File: src/hdl/ctrl_bus_pkg.sv
// Control bus package: Wishbone widths, region codes and address decode
`default_nettype none

package ctrl_bus_pkg;

   localparam int wb_dw = 16;                 // Data width
   localparam int wb_aw = 11;                 // Address width
   localparam int wb_sw = 2;                  // Byte selects

   typedef enum logic [1:0] {
      REGION_MISC,
      REGION_READBACK,
      REGION_SETTINGS,
      REGION_NONE
   } region_t;

   // Region field lives in address bits 10..7
   localparam int RGN_MSB = 10;
   localparam int RGN_LSB = 7;
   localparam int SET_BIT = 10;               // Any address with this bit set is a setting

   localparam logic [3:0] REGION_MISC_CODE     = 4'd0;
   localparam logic [3:0] REGION_READBACK_CODE = 4'd7;

   localparam logic [wb_dw-1:0] UNMAPPED_DATA = 16'h0000;

   function automatic region_t decode_region(input logic [wb_aw-1:0] adr);
      region_t rgn;
      if (adr[SET_BIT])
         rgn = REGION_SETTINGS;
      else if (adr[RGN_MSB:RGN_LSB] == REGION_MISC_CODE)
         rgn = REGION_MISC;
      else if (adr[RGN_MSB:RGN_LSB] == REGION_READBACK_CODE)
         rgn = REGION_READBACK;
      else
         rgn = REGION_NONE;
      return rgn;
   endfunction

endpackage

`default_nettype wire

File: src/hdl/radio_regs_pkg.sv
// Radio register map: setting numbers, misc offsets and readback words
`default_nettype none

package radio_regs_pkg;

   typedef logic [7:0]  set_addr_t;           // Setting number
   typedef logic [31:0] set_data_t;           // Setting word

   ////////////////////////////////////////
   // Settings bus addresses
   localparam set_addr_t SR_TIME64     = 8'd42;   // +0 high, +1 low, +2 control
   localparam set_addr_t SR_REG_TEST32 = 8'd60;

   ////////////////////////////////////////
   // Misc register offsets
   localparam logic [6:0] REG_CGEN_CTRL = 7'd4;
   localparam logic [6:0] REG_CGEN_ST   = 7'd6;
   localparam logic [6:0] REG_TEST      = 7'd8;

   localparam logic [15:0] MISC_DEFAULT_DATA = 16'hBEEF;

   ////////////////////////////////////////
   // Readback word indices
   localparam logic [3:0] RB_TIME_HI = 4'd0;
   localparam logic [3:0] RB_TIME_LO = 4'd1;
   localparam logic [3:0] RB_PPS_HI  = 4'd2;
   localparam logic [3:0] RB_PPS_LO  = 4'd3;
   localparam logic [3:0] RB_TEST32  = 4'd4;
   localparam logic [3:0] RB_COMPAT  = 4'd6;

   // Bump when the register map changes, major in the high half
   localparam set_data_t COMPAT_NUM = {16'd9, 16'd2};

endpackage

`default_nettype wire

File: src/hdl/wb_bus_if.sv
// Wishbone classic link between the region decoder and one slave
`timescale 1ns/1ps
`default_nettype none

interface wb_bus_if import ctrl_bus_pkg::*; ();

   logic [wb_aw-1:0] adr;
   logic [wb_dw-1:0] dat_w;        // Master to slave
   logic [wb_dw-1:0] dat_r;        // Slave to master
   logic [wb_sw-1:0] sel;
   logic             we;
   logic             cyc;
   logic             stb;
   logic             ack;

   modport master (output adr, dat_w, sel, we, cyc, stb, input dat_r, ack);
   modport slave  (input adr, dat_w, sel, we, cyc, stb, output dat_r, ack);

endinterface

`default_nettype wire

File: src/hdl/misc_regs.sv
// Misc registers: clock generator control and status plus a scratch word
`timescale 1ns/1ps
`default_nettype none

module misc_regs import ctrl_bus_pkg::*, radio_regs_pkg::*; (
   input  wire        wb_clk,
   input  wire        wb_rst,
   wb_bus_if.slave    bus,
   input  wire [2:0]  cgen_st_i,         // {status, ld, refmon}
   output logic       cgen_sync_b_o,
   output logic       cgen_ref_sel_o
);

   logic [wb_dw-1:0] cgen_ctrl_q;
   logic [wb_dw-1:0] test_q;
   logic [6:0]       offset;

   assign offset = {bus.adr[6:1], 1'b0};   // Byte lane bit dropped

   always_ff @(posedge wb_clk)
   begin
      if (wb_rst)
      begin
         cgen_ctrl_q <= 16'h0003;           // Sync deasserted, external ref
         test_q      <= '0;
      end
      else if (bus.cyc && bus.stb && bus.we)
      begin
         case (offset)
            REG_CGEN_CTRL: cgen_ctrl_q <= bus.dat_w;
            REG_TEST:      test_q      <= bus.dat_w;
            default:       ;
         endcase
      end
   end

   assign cgen_sync_b_o  = cgen_ctrl_q[1];
   assign cgen_ref_sel_o = cgen_ctrl_q[0];

   // Zero wait state slave
   assign bus.ack = bus.cyc & bus.stb;

   always_comb
   begin
      case (offset)
         REG_CGEN_CTRL: bus.dat_r = cgen_ctrl_q;
         REG_CGEN_ST:   bus.dat_r = {13'd0, cgen_st_i};
         REG_TEST:      bus.dat_r = test_q;
         default:       bus.dat_r = MISC_DEFAULT_DATA;
      endcase
   end

endmodule

`default_nettype wire

File: src/hdl/radio_ctrl_core.sv
// Radio control core top, host Wishbone port to misc, settings, time and readback
`timescale 1ns/1ps
`default_nettype none

module radio_ctrl_core import ctrl_bus_pkg::*, radio_regs_pkg::*; (
   input  wire              wb_clk,
   input  wire              wb_rst,
   input  wire [wb_aw-1:0]  wb_adr_i,
   input  wire [wb_dw-1:0]  wb_dat_i,
   output wire [wb_dw-1:0]  wb_dat_o,
   input  wire [wb_sw-1:0]  wb_sel_i,
   input  wire              wb_we_i,
   input  wire              wb_cyc_i,
   input  wire              wb_stb_i,
   output wire              wb_ack_o,
   input  wire              cgen_st_status_i,
   input  wire              cgen_st_ld_i,
   input  wire              cgen_st_refmon_i,
   output wire              cgen_sync_b_o,
   output wire              cgen_ref_sel_o,
   input  wire              pps_i
);

   wire        set_stb;
   set_addr_t  set_addr;
   set_data_t  set_data;
   wire [63:0] vita_time;
   wire [63:0] vita_time_pps;

   wb_bus_if misc_bus ();
   wb_bus_if set_bus ();
   wb_bus_if rb_bus ();

   ////////////////////////////////////////
   // Host side
   wb_region_decode i_wb_region_decode (
      .wb_clk (wb_clk),
      .wb_rst (wb_rst),
      .adr_i  (wb_adr_i),
      .dat_i  (wb_dat_i),
      .sel_i  (wb_sel_i),
      .we_i   (wb_we_i),
      .cyc_i  (wb_cyc_i),
      .stb_i  (wb_stb_i),
      .dat_o  (wb_dat_o),
      .ack_o  (wb_ack_o),
      .misc_m (misc_bus.master),
      .set_m  (set_bus.master),
      .rb_m   (rb_bus.master)
   );

   misc_regs i_misc_regs (
      .wb_clk         (wb_clk),
      .wb_rst         (wb_rst),
      .bus            (misc_bus.slave),
      .cgen_st_i      ({cgen_st_status_i, cgen_st_ld_i, cgen_st_refmon_i}),
      .cgen_sync_b_o  (cgen_sync_b_o),
      .cgen_ref_sel_o (cgen_ref_sel_o)
   );

   // Settings bus and its consumers
   settings_bus i_settings_bus (
      .wb_clk     (wb_clk),
      .wb_rst     (wb_rst),
      .bus        (set_bus.slave),
      .set_stb_o  (set_stb),
      .set_addr_o (set_addr),
      .set_data_o (set_data)
   );

   time_keeper #(.base_addr(SR_TIME64)) i_time_keeper (
      .wb_clk          (wb_clk),
      .wb_rst          (wb_rst),
      .set_stb_i       (set_stb),
      .set_addr_i      (set_addr),
      .set_data_i      (set_data),
      .pps_i           (pps_i),
      .vita_time_o     (vita_time),
      .vita_time_pps_o (vita_time_pps)
   );

   readback_regs #(.test_addr(SR_REG_TEST32)) i_readback_regs (
      .wb_clk          (wb_clk),
      .wb_rst          (wb_rst),
      .bus             (rb_bus.slave),
      .set_stb_i       (set_stb),
      .set_addr_i      (set_addr),
      .set_data_i      (set_data),
      .vita_time_i     (vita_time),
      .vita_time_pps_i (vita_time_pps)
   );

endmodule

`default_nettype wire

File: src/hdl/readback_regs.sv
// Readback window, serves 32-bit status words to the host as 16-bit halves
`timescale 1ns/1ps
`default_nettype none

module readback_regs import ctrl_bus_pkg::*, radio_regs_pkg::*; #(
   parameter set_addr_t test_addr = SR_REG_TEST32
) (
   input  wire          wb_clk,
   input  wire          wb_rst,
   wb_bus_if.slave      bus,
   input  wire          set_stb_i,
   input  set_addr_t    set_addr_i,
   input  set_data_t    set_data_i,
   input  wire [63:0]   vita_time_i,
   input  wire [63:0]   vita_time_pps_i
);

   set_data_t        test32_q;            // Survives bus reset, host checks for a loaded FPGA
   set_data_t        word;
   logic             ack_q;
   logic [wb_dw-1:0] dat_q;

   always_ff @(posedge wb_clk)
   begin
      if (set_stb_i && (set_addr_i == test_addr))
         test32_q <= set_data_i;
   end

   ////////////////////////////////////////
   // Word select
   always_comb
   begin
      case (bus.adr[5:2])
         RB_TIME_HI: word = vita_time_i[63:32];
         RB_TIME_LO: word = vita_time_i[31:0];
         RB_PPS_HI:  word = vita_time_pps_i[63:32];
         RB_PPS_LO:  word = vita_time_pps_i[31:0];
         RB_TEST32:  word = test32_q;
         RB_COMPAT:  word = COMPAT_NUM;
         default:    word = '0;
      endcase
   end

   always_ff @(posedge wb_clk)
   begin
      if (wb_rst)
         ack_q <= 1'b0;
      else
         ack_q <= bus.cyc & bus.stb & ~ack_q;
   end

   // Bit 1 picks the half, high half when set
   always_ff @(posedge wb_clk)
   begin
      dat_q <= bus.adr[1] ? word[31:16] : word[15:0];
   end

   assign bus.ack   = ack_q;
   assign bus.dat_r = dat_q;

endmodule

`default_nettype wire

File: src/hdl/settings_bus.sv
// Settings bus, joins two 16-bit host writes into one 32-bit setting strobe
`timescale 1ns/1ps
`default_nettype none

module settings_bus import ctrl_bus_pkg::*, radio_regs_pkg::*; (
   input  wire        wb_clk,
   input  wire        wb_rst,
   wb_bus_if.slave    bus,
   output logic       set_stb_o,
   output set_addr_t  set_addr_o,
   output set_data_t  set_data_o
);

   logic             ack_q;
   logic [wb_dw-1:0] low_q;              // Low half waiting for its partner
   logic             req;
   logic             wr_hi;

   assign req   = bus.cyc & bus.stb & ~ack_q;
   assign wr_hi = req & bus.we & bus.adr[1];

   always_ff @(posedge wb_clk)
   begin
      if (wb_rst)
      begin
         ack_q     <= 1'b0;
         set_stb_o <= 1'b0;
      end
      else
      begin
         ack_q     <= req;
         set_stb_o <= wr_hi;                // Lines up with the ack
      end
   end

   // Payload
   always_ff @(posedge wb_clk)
   begin
      if (req && bus.we && !bus.adr[1])
         low_q <= bus.dat_w;
      if (wr_hi)
      begin
         set_addr_o <= bus.adr[9:2];
         set_data_o <= {bus.dat_w, low_q};
      end
   end

   assign bus.ack   = ack_q;
   assign bus.dat_r = UNMAPPED_DATA;      // Write only region

endmodule

`default_nettype wire

File: src/hdl/time_keeper.sv
// VITA time keeper, 64-bit counter with immediate or PPS timed load and PPS capture
`timescale 1ns/1ps
`default_nettype none

module time_keeper import radio_regs_pkg::*; #(
   parameter set_addr_t base_addr = SR_TIME64
) (
   input  wire          wb_clk,
   input  wire          wb_rst,
   input  wire          set_stb_i,
   input  set_addr_t    set_addr_i,
   input  set_data_t    set_data_i,
   input  wire          pps_i,
   output logic [63:0]  vita_time_o,
   output logic [63:0]  vita_time_pps_o
);

   localparam set_addr_t addr_hi   = base_addr;
   localparam set_addr_t addr_lo   = base_addr + 8'd1;
   localparam set_addr_t addr_ctrl = base_addr + 8'd2;

   set_data_t   time_hi_q;
   set_data_t   time_lo_q;
   logic [2:0]  pps_q;                    // Two sync stages then edge history
   logic        pps_edge;
   logic        armed_q;                  // Load waiting for next PPS
   logic        load_now;
   logic [63:0] time_next;

   assign pps_edge = pps_q[1] & ~pps_q[2];
   assign load_now = set_stb_i && (set_addr_i == addr_ctrl) && set_data_i[0];

   always_comb
   begin
      if (load_now || (armed_q && pps_edge))
         time_next = {time_hi_q, time_lo_q};
      else
         time_next = vita_time_o + 64'd1;
   end

   ////////////////////////////////////////
   // Pending time words
   always_ff @(posedge wb_clk)
   begin
      if (set_stb_i && (set_addr_i == addr_hi))
         time_hi_q <= set_data_i;
      if (set_stb_i && (set_addr_i == addr_lo))
         time_lo_q <= set_data_i;
   end

   always_ff @(posedge wb_clk)
   begin
      if (wb_rst)
      begin
         pps_q           <= '0;
         armed_q         <= 1'b0;
         vita_time_o     <= '0;
         vita_time_pps_o <= '0;
      end
      else
      begin
         pps_q       <= {pps_q[1:0], pps_i};
         vita_time_o <= time_next;
         if (set_stb_i && (set_addr_i == addr_ctrl))
            armed_q <= ~set_data_i[0];     // Bit 0 clear means wait for PPS
         else if (pps_edge)
            armed_q <= 1'b0;
         if (pps_edge)
            vita_time_pps_o <= time_next;  // Time as of this edge, new value on a load
      end
   end

endmodule

`default_nettype wire

File: src/hdl/wb_region_decode.sv
// Region decoder, steers host accesses to misc, settings or readback slaves
`timescale 1ns/1ps
`default_nettype none

module wb_region_decode import ctrl_bus_pkg::*; (
   input  wire               wb_clk,
   input  wire               wb_rst,
   input  wire [wb_aw-1:0]   adr_i,
   input  wire [wb_dw-1:0]   dat_i,
   input  wire [wb_sw-1:0]   sel_i,
   input  wire               we_i,
   input  wire               cyc_i,
   input  wire               stb_i,
   output logic [wb_dw-1:0]  dat_o,
   output logic              ack_o,
   wb_bus_if.master          misc_m,
   wb_bus_if.master          set_m,
   wb_bus_if.master          rb_m
);

   region_t region_now;
   region_t region_q;
   region_t region_sel;
   logic    in_cycle_q;                    // Access open and not yet acked

   assign region_now = decode_region(adr_i);
   assign region_sel = in_cycle_q ? region_q : region_now;   // Route held for slow slaves

   always_ff @(posedge wb_clk)
   begin
      if (wb_rst)
         in_cycle_q <= 1'b0;
      else
         in_cycle_q <= cyc_i & stb_i & ~ack_o;
      if (!in_cycle_q)
         region_q <= region_now;
   end

   ////////////////////////////////////////
   // Request fan-out
   assign misc_m.adr   = adr_i;
   assign misc_m.dat_w = dat_i;
   assign misc_m.sel   = sel_i;
   assign misc_m.we    = we_i;
   assign misc_m.cyc   = cyc_i & (region_sel == REGION_MISC);
   assign misc_m.stb   = stb_i & (region_sel == REGION_MISC);

   assign set_m.adr    = adr_i;
   assign set_m.dat_w  = dat_i;
   assign set_m.sel    = sel_i;
   assign set_m.we     = we_i;
   assign set_m.cyc    = cyc_i & (region_sel == REGION_SETTINGS);
   assign set_m.stb    = stb_i & (region_sel == REGION_SETTINGS);

   assign rb_m.adr     = adr_i;
   assign rb_m.dat_w   = dat_i;
   assign rb_m.sel     = sel_i;
   assign rb_m.we      = we_i;
   assign rb_m.cyc     = cyc_i & (region_sel == REGION_READBACK);
   assign rb_m.stb     = stb_i & (region_sel == REGION_READBACK);

   // Response mux
   always_comb
   begin
      case (region_sel)
         REGION_MISC:
         begin
            dat_o = misc_m.dat_r;
            ack_o = misc_m.ack;
         end
         REGION_SETTINGS:
         begin
            dat_o = set_m.dat_r;
            ack_o = set_m.ack;
         end
         REGION_READBACK:
         begin
            dat_o = rb_m.dat_r;
            ack_o = rb_m.ack;
         end
         default:
         begin
            // Nobody home, answer at once so the host never hangs
            dat_o = UNMAPPED_DATA;
            ack_o = cyc_i & stb_i;
         end
      endcase
   end

endmodule

`default_nettype wire

File: config.mk
export PLATFORM = sky130hd
export DESIGN_NAME = radio_ctrl_core
export DESIGN_NICKNAME = d
export VERILOG_FILES = /design/src/hdl/ctrl_bus_pkg.sv /design/src/hdl/radio_regs_pkg.sv /design/src/hdl/wb_bus_if.sv /design/src/hdl/misc_regs.sv /design/src/hdl/radio_ctrl_core.sv /design/src/hdl/readback_regs.sv /design/src/hdl/settings_bus.sv /design/src/hdl/time_keeper.sv /design/src/hdl/wb_region_decode.sv
export SDC_FILE = /design/constraint.sdc
export NUM_CORES = 1
export LEC_CHECK = 0
export BUFFER_PORTS_ARGS = -buffer_cell sky130_fd_sc_hd__buf_2
export CORE_ASPECT_RATIO = 1.75
export CORE_UTILIZATION = 50
export DETAILED_ROUTE_END_ITERATION = 16
export HOLD_SLACK_MARGIN = 0.02
export PLACE_DENSITY = 0.78
export SLEW_MARGIN = 20
export SYNTH_ARGS = -nofsm -noshare
export SYNTH_HDL_FRONTEND = slang
export SYNTH_SLANG_ARGS = --single-unit
export TNS_END_PERCENT = 50
File: constraint.sdc
create_clock -name wb_clk -period 4.18 [get_ports wb_clk]
set_input_delay 0.418 -clock wb_clk [delete_from_list [all_inputs] [get_ports wb_clk]]
set_output_delay 0.418 -clock wb_clk [all_outputs]
set_load 0.005 [all_outputs]
; Word-level counts from Yosys, hierarchy flattened
; Index checks and enable logic that the tools add are counted.
[totals]
reg_bits = 338
in_bits = 38
out_inout_bits = 19
elab_cells = 85
[classes]
addsub = 1
n_eq_ne = 15
muxes = 12
n_bitwise = 21
n_reduce_logical = 18
[op_table]
columns = operator, n
row1 = $pmux 32 s6, 1
row2 = $add 64x1->64 const B, 1
row3 = $mux 64, 1
row4 = $pmux 16 s3, 1
row5 = $eq 8x6->1 const B, 4
row6 = $pmux 16 s2, 1
row7 = $and 1x1->1, 16
row8 = $mux 16, 1
row9 = $eq 4x3->1 const B, 3
row10 = $eq 6x2->1 const B, 2
row11 = $logic_and 1x1->1, 10
row12 = $eq 4x2->1 const B, 2
row13 = $logic_not 4->1, 2
row14 = $mux 2, 4
row15 = $eq 6x3->1 const B, 1
row16 = $not 1->1, 5
row17 = $eq 4x1->1 const B, 1
row18 = $reduce_and 2->1, 2
row19 = $pmux 1 s3, 1
row20 = $eq 2x1->1 const B, 1
row21 = $eq 2x2->1 const B, 1
row22 = $logic_not 2->1, 1
row23 = $mux 1, 2
row24 = $reduce_bool 2->1, 1
row25 = other kinds (2), 2

; Depth between registers and ports, before layout
[logic_depth]
word_depth = 11
depth_mapped = 9
mapped_depth_nobuf = 7

; By module
; From an unflattened synthesis, not the netlist that was laid out.
[hier_totals]
hier_cells = 1620
hier_area_um2 = 16703.5
[modules_own_cells]
columns = mod, n_inst, cells_per_inst, area_per_inst_um2, seq_area_each_um2
row1 = time_keeper, 1, 889, 8468.1, 4564.4
row2 = readback_regs, 1, 244, 2890.3, 1301.2
row3 = settings_bus, 1, 81, 1899.3, 1721.7
row4 = wb_region_decode, 1, 245, 1818.0, 60.1
row5 = misc_regs, 1, 161, 1627.8, 640.6

; Least setup slack after synthesis
; No wires, ideal clock.
[synth_timing]
path_type = input to register
startpoint = in wb_adr_i[8]
endpoint = reg i_settings_bus.low_q[0] (enable)
setup_time_ns = 0.409
arrival_time_ns = 2.662
required_time_ns = 3.771
setup_slack_ns = 1.108
path_stages = 7
path_buffers = 0
path_cell_list = nor3_1 > nor3_1 > a21oi_1 > inv_1 > nor3b_1 > nand2_1 > nor3_1
[synth_lines]
columns = element, line_no
row1 = from (decl), radio_ctrl_core.sv:8  ; input wire [wb_aw-1:0] wb_adr_i,
row2 = $logic_not 4->1 *, ctrl_bus_pkg.sv:31  ; else if (adr[RGN_MSB:RGN_LSB] == REGION_MISC_CODE)
row3 = $mux 2 *, ctrl_bus_pkg.sv:31
row4 = $mux 2 *, ctrl_bus_pkg.sv:29  ; if (adr[SET_BIT])
row5 = $mux 2 *, wb_region_decode.sv:27  ; assign region_sel = in_cycle_q ? region_q : region_now;
row6 = via i_wb_region_decode.region_sel[0], wb_region_decode.sv:23  ; region_t region_sel;
row7 = $eq 2x2->1 *, "wb_region_decode.sv:52, wb_region_decode.sv:53"
row8 = $and 1x1->1 (on tied branches), "wb_region_decode.sv:52, wb_region_decode.sv:53"
row9 = $and 1x1->1 * (2 in series), settings_bus.sv:19  ; assign req = bus.cyc & bus.stb & ~ack_q;
row10 = $logic_and 1x1->1 * (2 in series), settings_bus.sv:39  ; if (req && bus.we && !bus.adr[1])
row11 = to (signal assigned), settings_bus.sv:40  ; low_q <= bus.dat_w;
row12 = to (decl), settings_bus.sv:15  ; logic [wb_dw-1:0] low_q;
; Mark *: on every way through the listed nets, which the timed path passes. The rest lies on a longest branch.
; A chain may end at the register's enable or synchronous reset.

; Worst setup path after layout
[layout_timing]
startpoint = reg i_time_keeper.vita_time_o[0]
endpoint = reg i_time_keeper.vita_time_pps_o[58]
[layout_between]
elab_chain_len = 2
[layout_lines]
columns = element, line_no
row1 = from (decl), time_keeper.sv:14  ; output logic [63:0] vita_time_o,
row2 = from (signal assigned), time_keeper.sv:63  ; vita_time_o <= time_next;
row3 = $add 64x1->64, time_keeper.sv:38  ; time_next = vita_time_o + 64'd1;
row4 = $mux 64, time_keeper.sv:35  ; if (load_now || (armed_q && pps_edge))
row5 = to (signal assigned), time_keeper.sv:69  ; vita_time_pps_o <= time_next;
row6 = to (decl), time_keeper.sv:15  ; output logic [63:0] vita_time_pps_o
; No other way between the ends.

==> results.cfg <==
[power_and_ir_drop]
clkPwrFrac = 0.430
p_comb_frac = 0.037
p_per_area_mw_per_mm2 = 419
intPower_uw = 5140
p_sw_uw = 1390
leakagePower_uw = 0.00548
seqPwrFrac = 0.533
vdd_drop_max_uv = 460
finalPower_uw = 6520
p_sw_frac = 0.212

[clock_tree]
cts-hold-fix-buffers = 0
cts-root-buf = clkbuf_16
cts_buffers = 28
cts_max_path_buffers = 3
clk_latency_ns = 0.57
cts_setup_buffers = 0
ctsResizeCount = 0
cts.reportedPaths.clkPinSlew_ns = 0.07
cts.sinks = 338
h-tree-depth = 1
tritoncts = yes

[sta]
finalHoldViolCount = 0
max_freq_mhz = 330
relSlewSlack = 0.263
grt_setup_unrepaired = false
max_slew.worst_pin.slew_ns = 1.10
hold_slack_ns = 0.0560
period_needed_ns = 3.03
drv_slew = 0
finalSetupTns_ns = 0
finalClockSkew_ns = 0.0139
fin_crit_sh = 0.724
setup_viol = 0

[route]
wire_per_inst_um = 23.8
drcViolationCount = 0
routed_wl_um = 40400
antenna_left = 0
drtIter0Drc = 1284
viasPerCell = 6.43
dr_total_vias = 10900
drt_first_pass_iters = 6

[layout]
nets = 1347
num_antenna_cells = 0
final_area_mm2 = 0.0156
multi_input_area_mm2 = 0.00534
drive_above_1_share = 0.122
fin_util = 0.568
syn_to_final_growth_pct = 11.4
regArea_mm2 = 0.00829
fillers = 2239

[floorplan]
die_w_um = 128
die_area_mm2 = 0.0287
start_util = 0.510
die_h_um = 223
core_area_mm2 = 0.0274
num_rows = 80
ioPinCount = 57

[global_route]
grt_pass1_wl_um = 61600
grt_pass1_vias = 11000
grt_use_total = 0.287
grt_overflow_total = 0
grt_max_degree = 112
antenna_found_initial = 1

[critical_path]
arrival_ns = 3.42
start_kind = register
worstRegToRegCells = 7
worst_ep_required_time_ns = 4.58
crit_path_max_fanout = 7
r2r_end = i_time_keeper.vita_time_pps_o[58]
r2r-start = i_time_keeper.vita_time_o[0]
reg2reg_slack_ns = 1.15
endpoint_kind = register
worstSetupPathType = register to register

[logic_synthesis]
ys_types = 72
ys_top_cells_by_count = dfxtp_1, edfxtp_1, nor2_1, a21oi_1, nand2_1
ys_ff_latch = 338
synth.most_common_cell = dfxtp_1
netlist_instances = 1287
ys.flop_type = dfxtp_1
synth_fp_nets = 1326
yosysWarnings = 0
syn_area_mm2 = 0.0140
synth_area_leaders = edfxtp_1, dfxtp_1, nor2_1
synth-edff-count = 152
syn_avg_cell_area_um2 = 10.9
yosysTopAreaCellShare = 0.326
async_flop_share = 0
seq_area_frac_synth = 0.593
synth_top_area_cell = edfxtp_1

[place]
gp_congestion = 0.953
numPortBuffers = 53
dpl.hpwl_um = 26300
placed_area_mm2 = 0.0146

[status]
status = finished clean

[worst_hold_path]
hp-class = primary input to register
worstHoldStart = wb_adr_i[8]
hold_depth = 1
hold_path_end = i_settings_bus.set_addr_o[6]

[run]
max_cap_viol_count = 0
layout make-up:
cell class,instances,share of cell area
multi-input combinational,848,0.342
inverter,13,0.00313
clock inverter,17,0.0134
clock buffer,35,0.0493
timing repair buffer,79,0.0305
sequential,338,0.532
tap,369,0.0296
cell families after synthesis:
kind of cell / after synthesis / synth area share
and+or+nand+nor: 456 / 0.171
DFF: 338 / 0.593
AOI/OAI and AO/OA: 294 / 0.139
xor gates and xnor gates: 56 / 0.0351
adders and majority gates: 1 / 0.000894
buffers and inverters: 101 / 0.0318
muxes: 41 / 0.0294
sequential cells by signal, indices dropped and copies added, names as in the netlist:
name and cells:
i_time_keeper.vita_time_o 64, i_time_keeper.vita_time_pps_o 64, i_readback_regs.test32_q 32, i_settings_bus.set_data_o 32, i_time_keeper.time_hi_q 32, i_time_keeper.time_lo_q 32, i_misc_regs.cgen_ctrl_q 16, i_misc_regs.test_q 16
i_readback_regs.bus.dat_r 16, i_settings_bus.low_q 16, i_settings_bus.set_addr_o 8, i_time_keeper.pps_q 3, i_wb_region_decode.region_q 2, i_readback_regs.bus.ack 1, i_settings_bus.bus.ack 1, i_settings_bus.set_stb_o 1
i_time_keeper.armed_q 1, i_wb_region_decode.in_cycle_q 1
how the worst max path moves through the flow:
stage	from	end	slack (ns)	cells after the start
CTS	i_settings_bus.set_addr_o[0]	i_time_keeper.vita_time_pps_o[60]	1.24	7
finish	i_time_keeper.vita_time_o[0]	i_time_keeper.vita_time_pps_o[58]	1.15	7
global route	i_settings_bus.set_addr_o[0]	i_time_keeper.vita_time_pps_o[60]	1.07	7
floorplan	wb_adr_i[8]	i_settings_bus.low_q[0]	1.11	7
detailed placement	wb_adr_i[9]	i_settings_bus.set_data_o[8]	1.05	6
global placement	wb_adr_i[9]	i_settings_bus.set_data_o[11]	1.10	6
through the flow:
step                worst slack [ns]  std cells
floorplan                       1.11       1287
global placement                1.10       1647
detailed placement              1.05       1647
CTS                             1.24       1699
global route                    1.07       1699
finish                          1.15       1699
power groups by stage:
| stage | Combinational (µW) | Clock (µW) | Sequential (µW) |
|---|---|---|---|
| finish | 242 | 2800 | 3480 |
| global route | 254 | 2930 | 3480 |
| CTS | 235 | 2800 | 3480 |
| detailed placement | 232 | 0 | 3550 |
| global placement | 228 | 0 | 3550 |
| floorplan | 132 | 0 | 3550 |
critical path, cell delays in order (launching register included):
cell	delay (ns)
dfxtp_1	0.42
ha_1	0.36
nand2_2	0.22
nor4_4	0.66
nand2_4	0.18
nor3_1	0.65
xnor2_1	0.24
o22ai_1	0.13
layer usage:
metal  GRT usage  vias to the layer above  share of wire
li1            -                     4861              -
met1       0.302                     5216           0.33
met2       0.517                      647           0.52
met3      0.0417                      198          0.080
met4       0.200                        0          0.070
met5           0                        -              0
cell usage in the layout, fill, tap and decap left out, drive strengths merged, types with 26 or more instances in the layout:
master,netlist,layout
edfxtp,152,152
buf,16,79
clkbuf,72,35
xnor2,47,47
mux2i,40,40
nor2,145,145
a22oi,31,31
dfxtp,186,186
o21ai,35,35
nand3,42,42
a221oi,28,28
nand2,74,74
o22ai,26,26
and3,47,47
nor3,65,65
a211oi,32,32
nand4,27,27
a21oi,77,77
(Power assumes the default switching activity.)
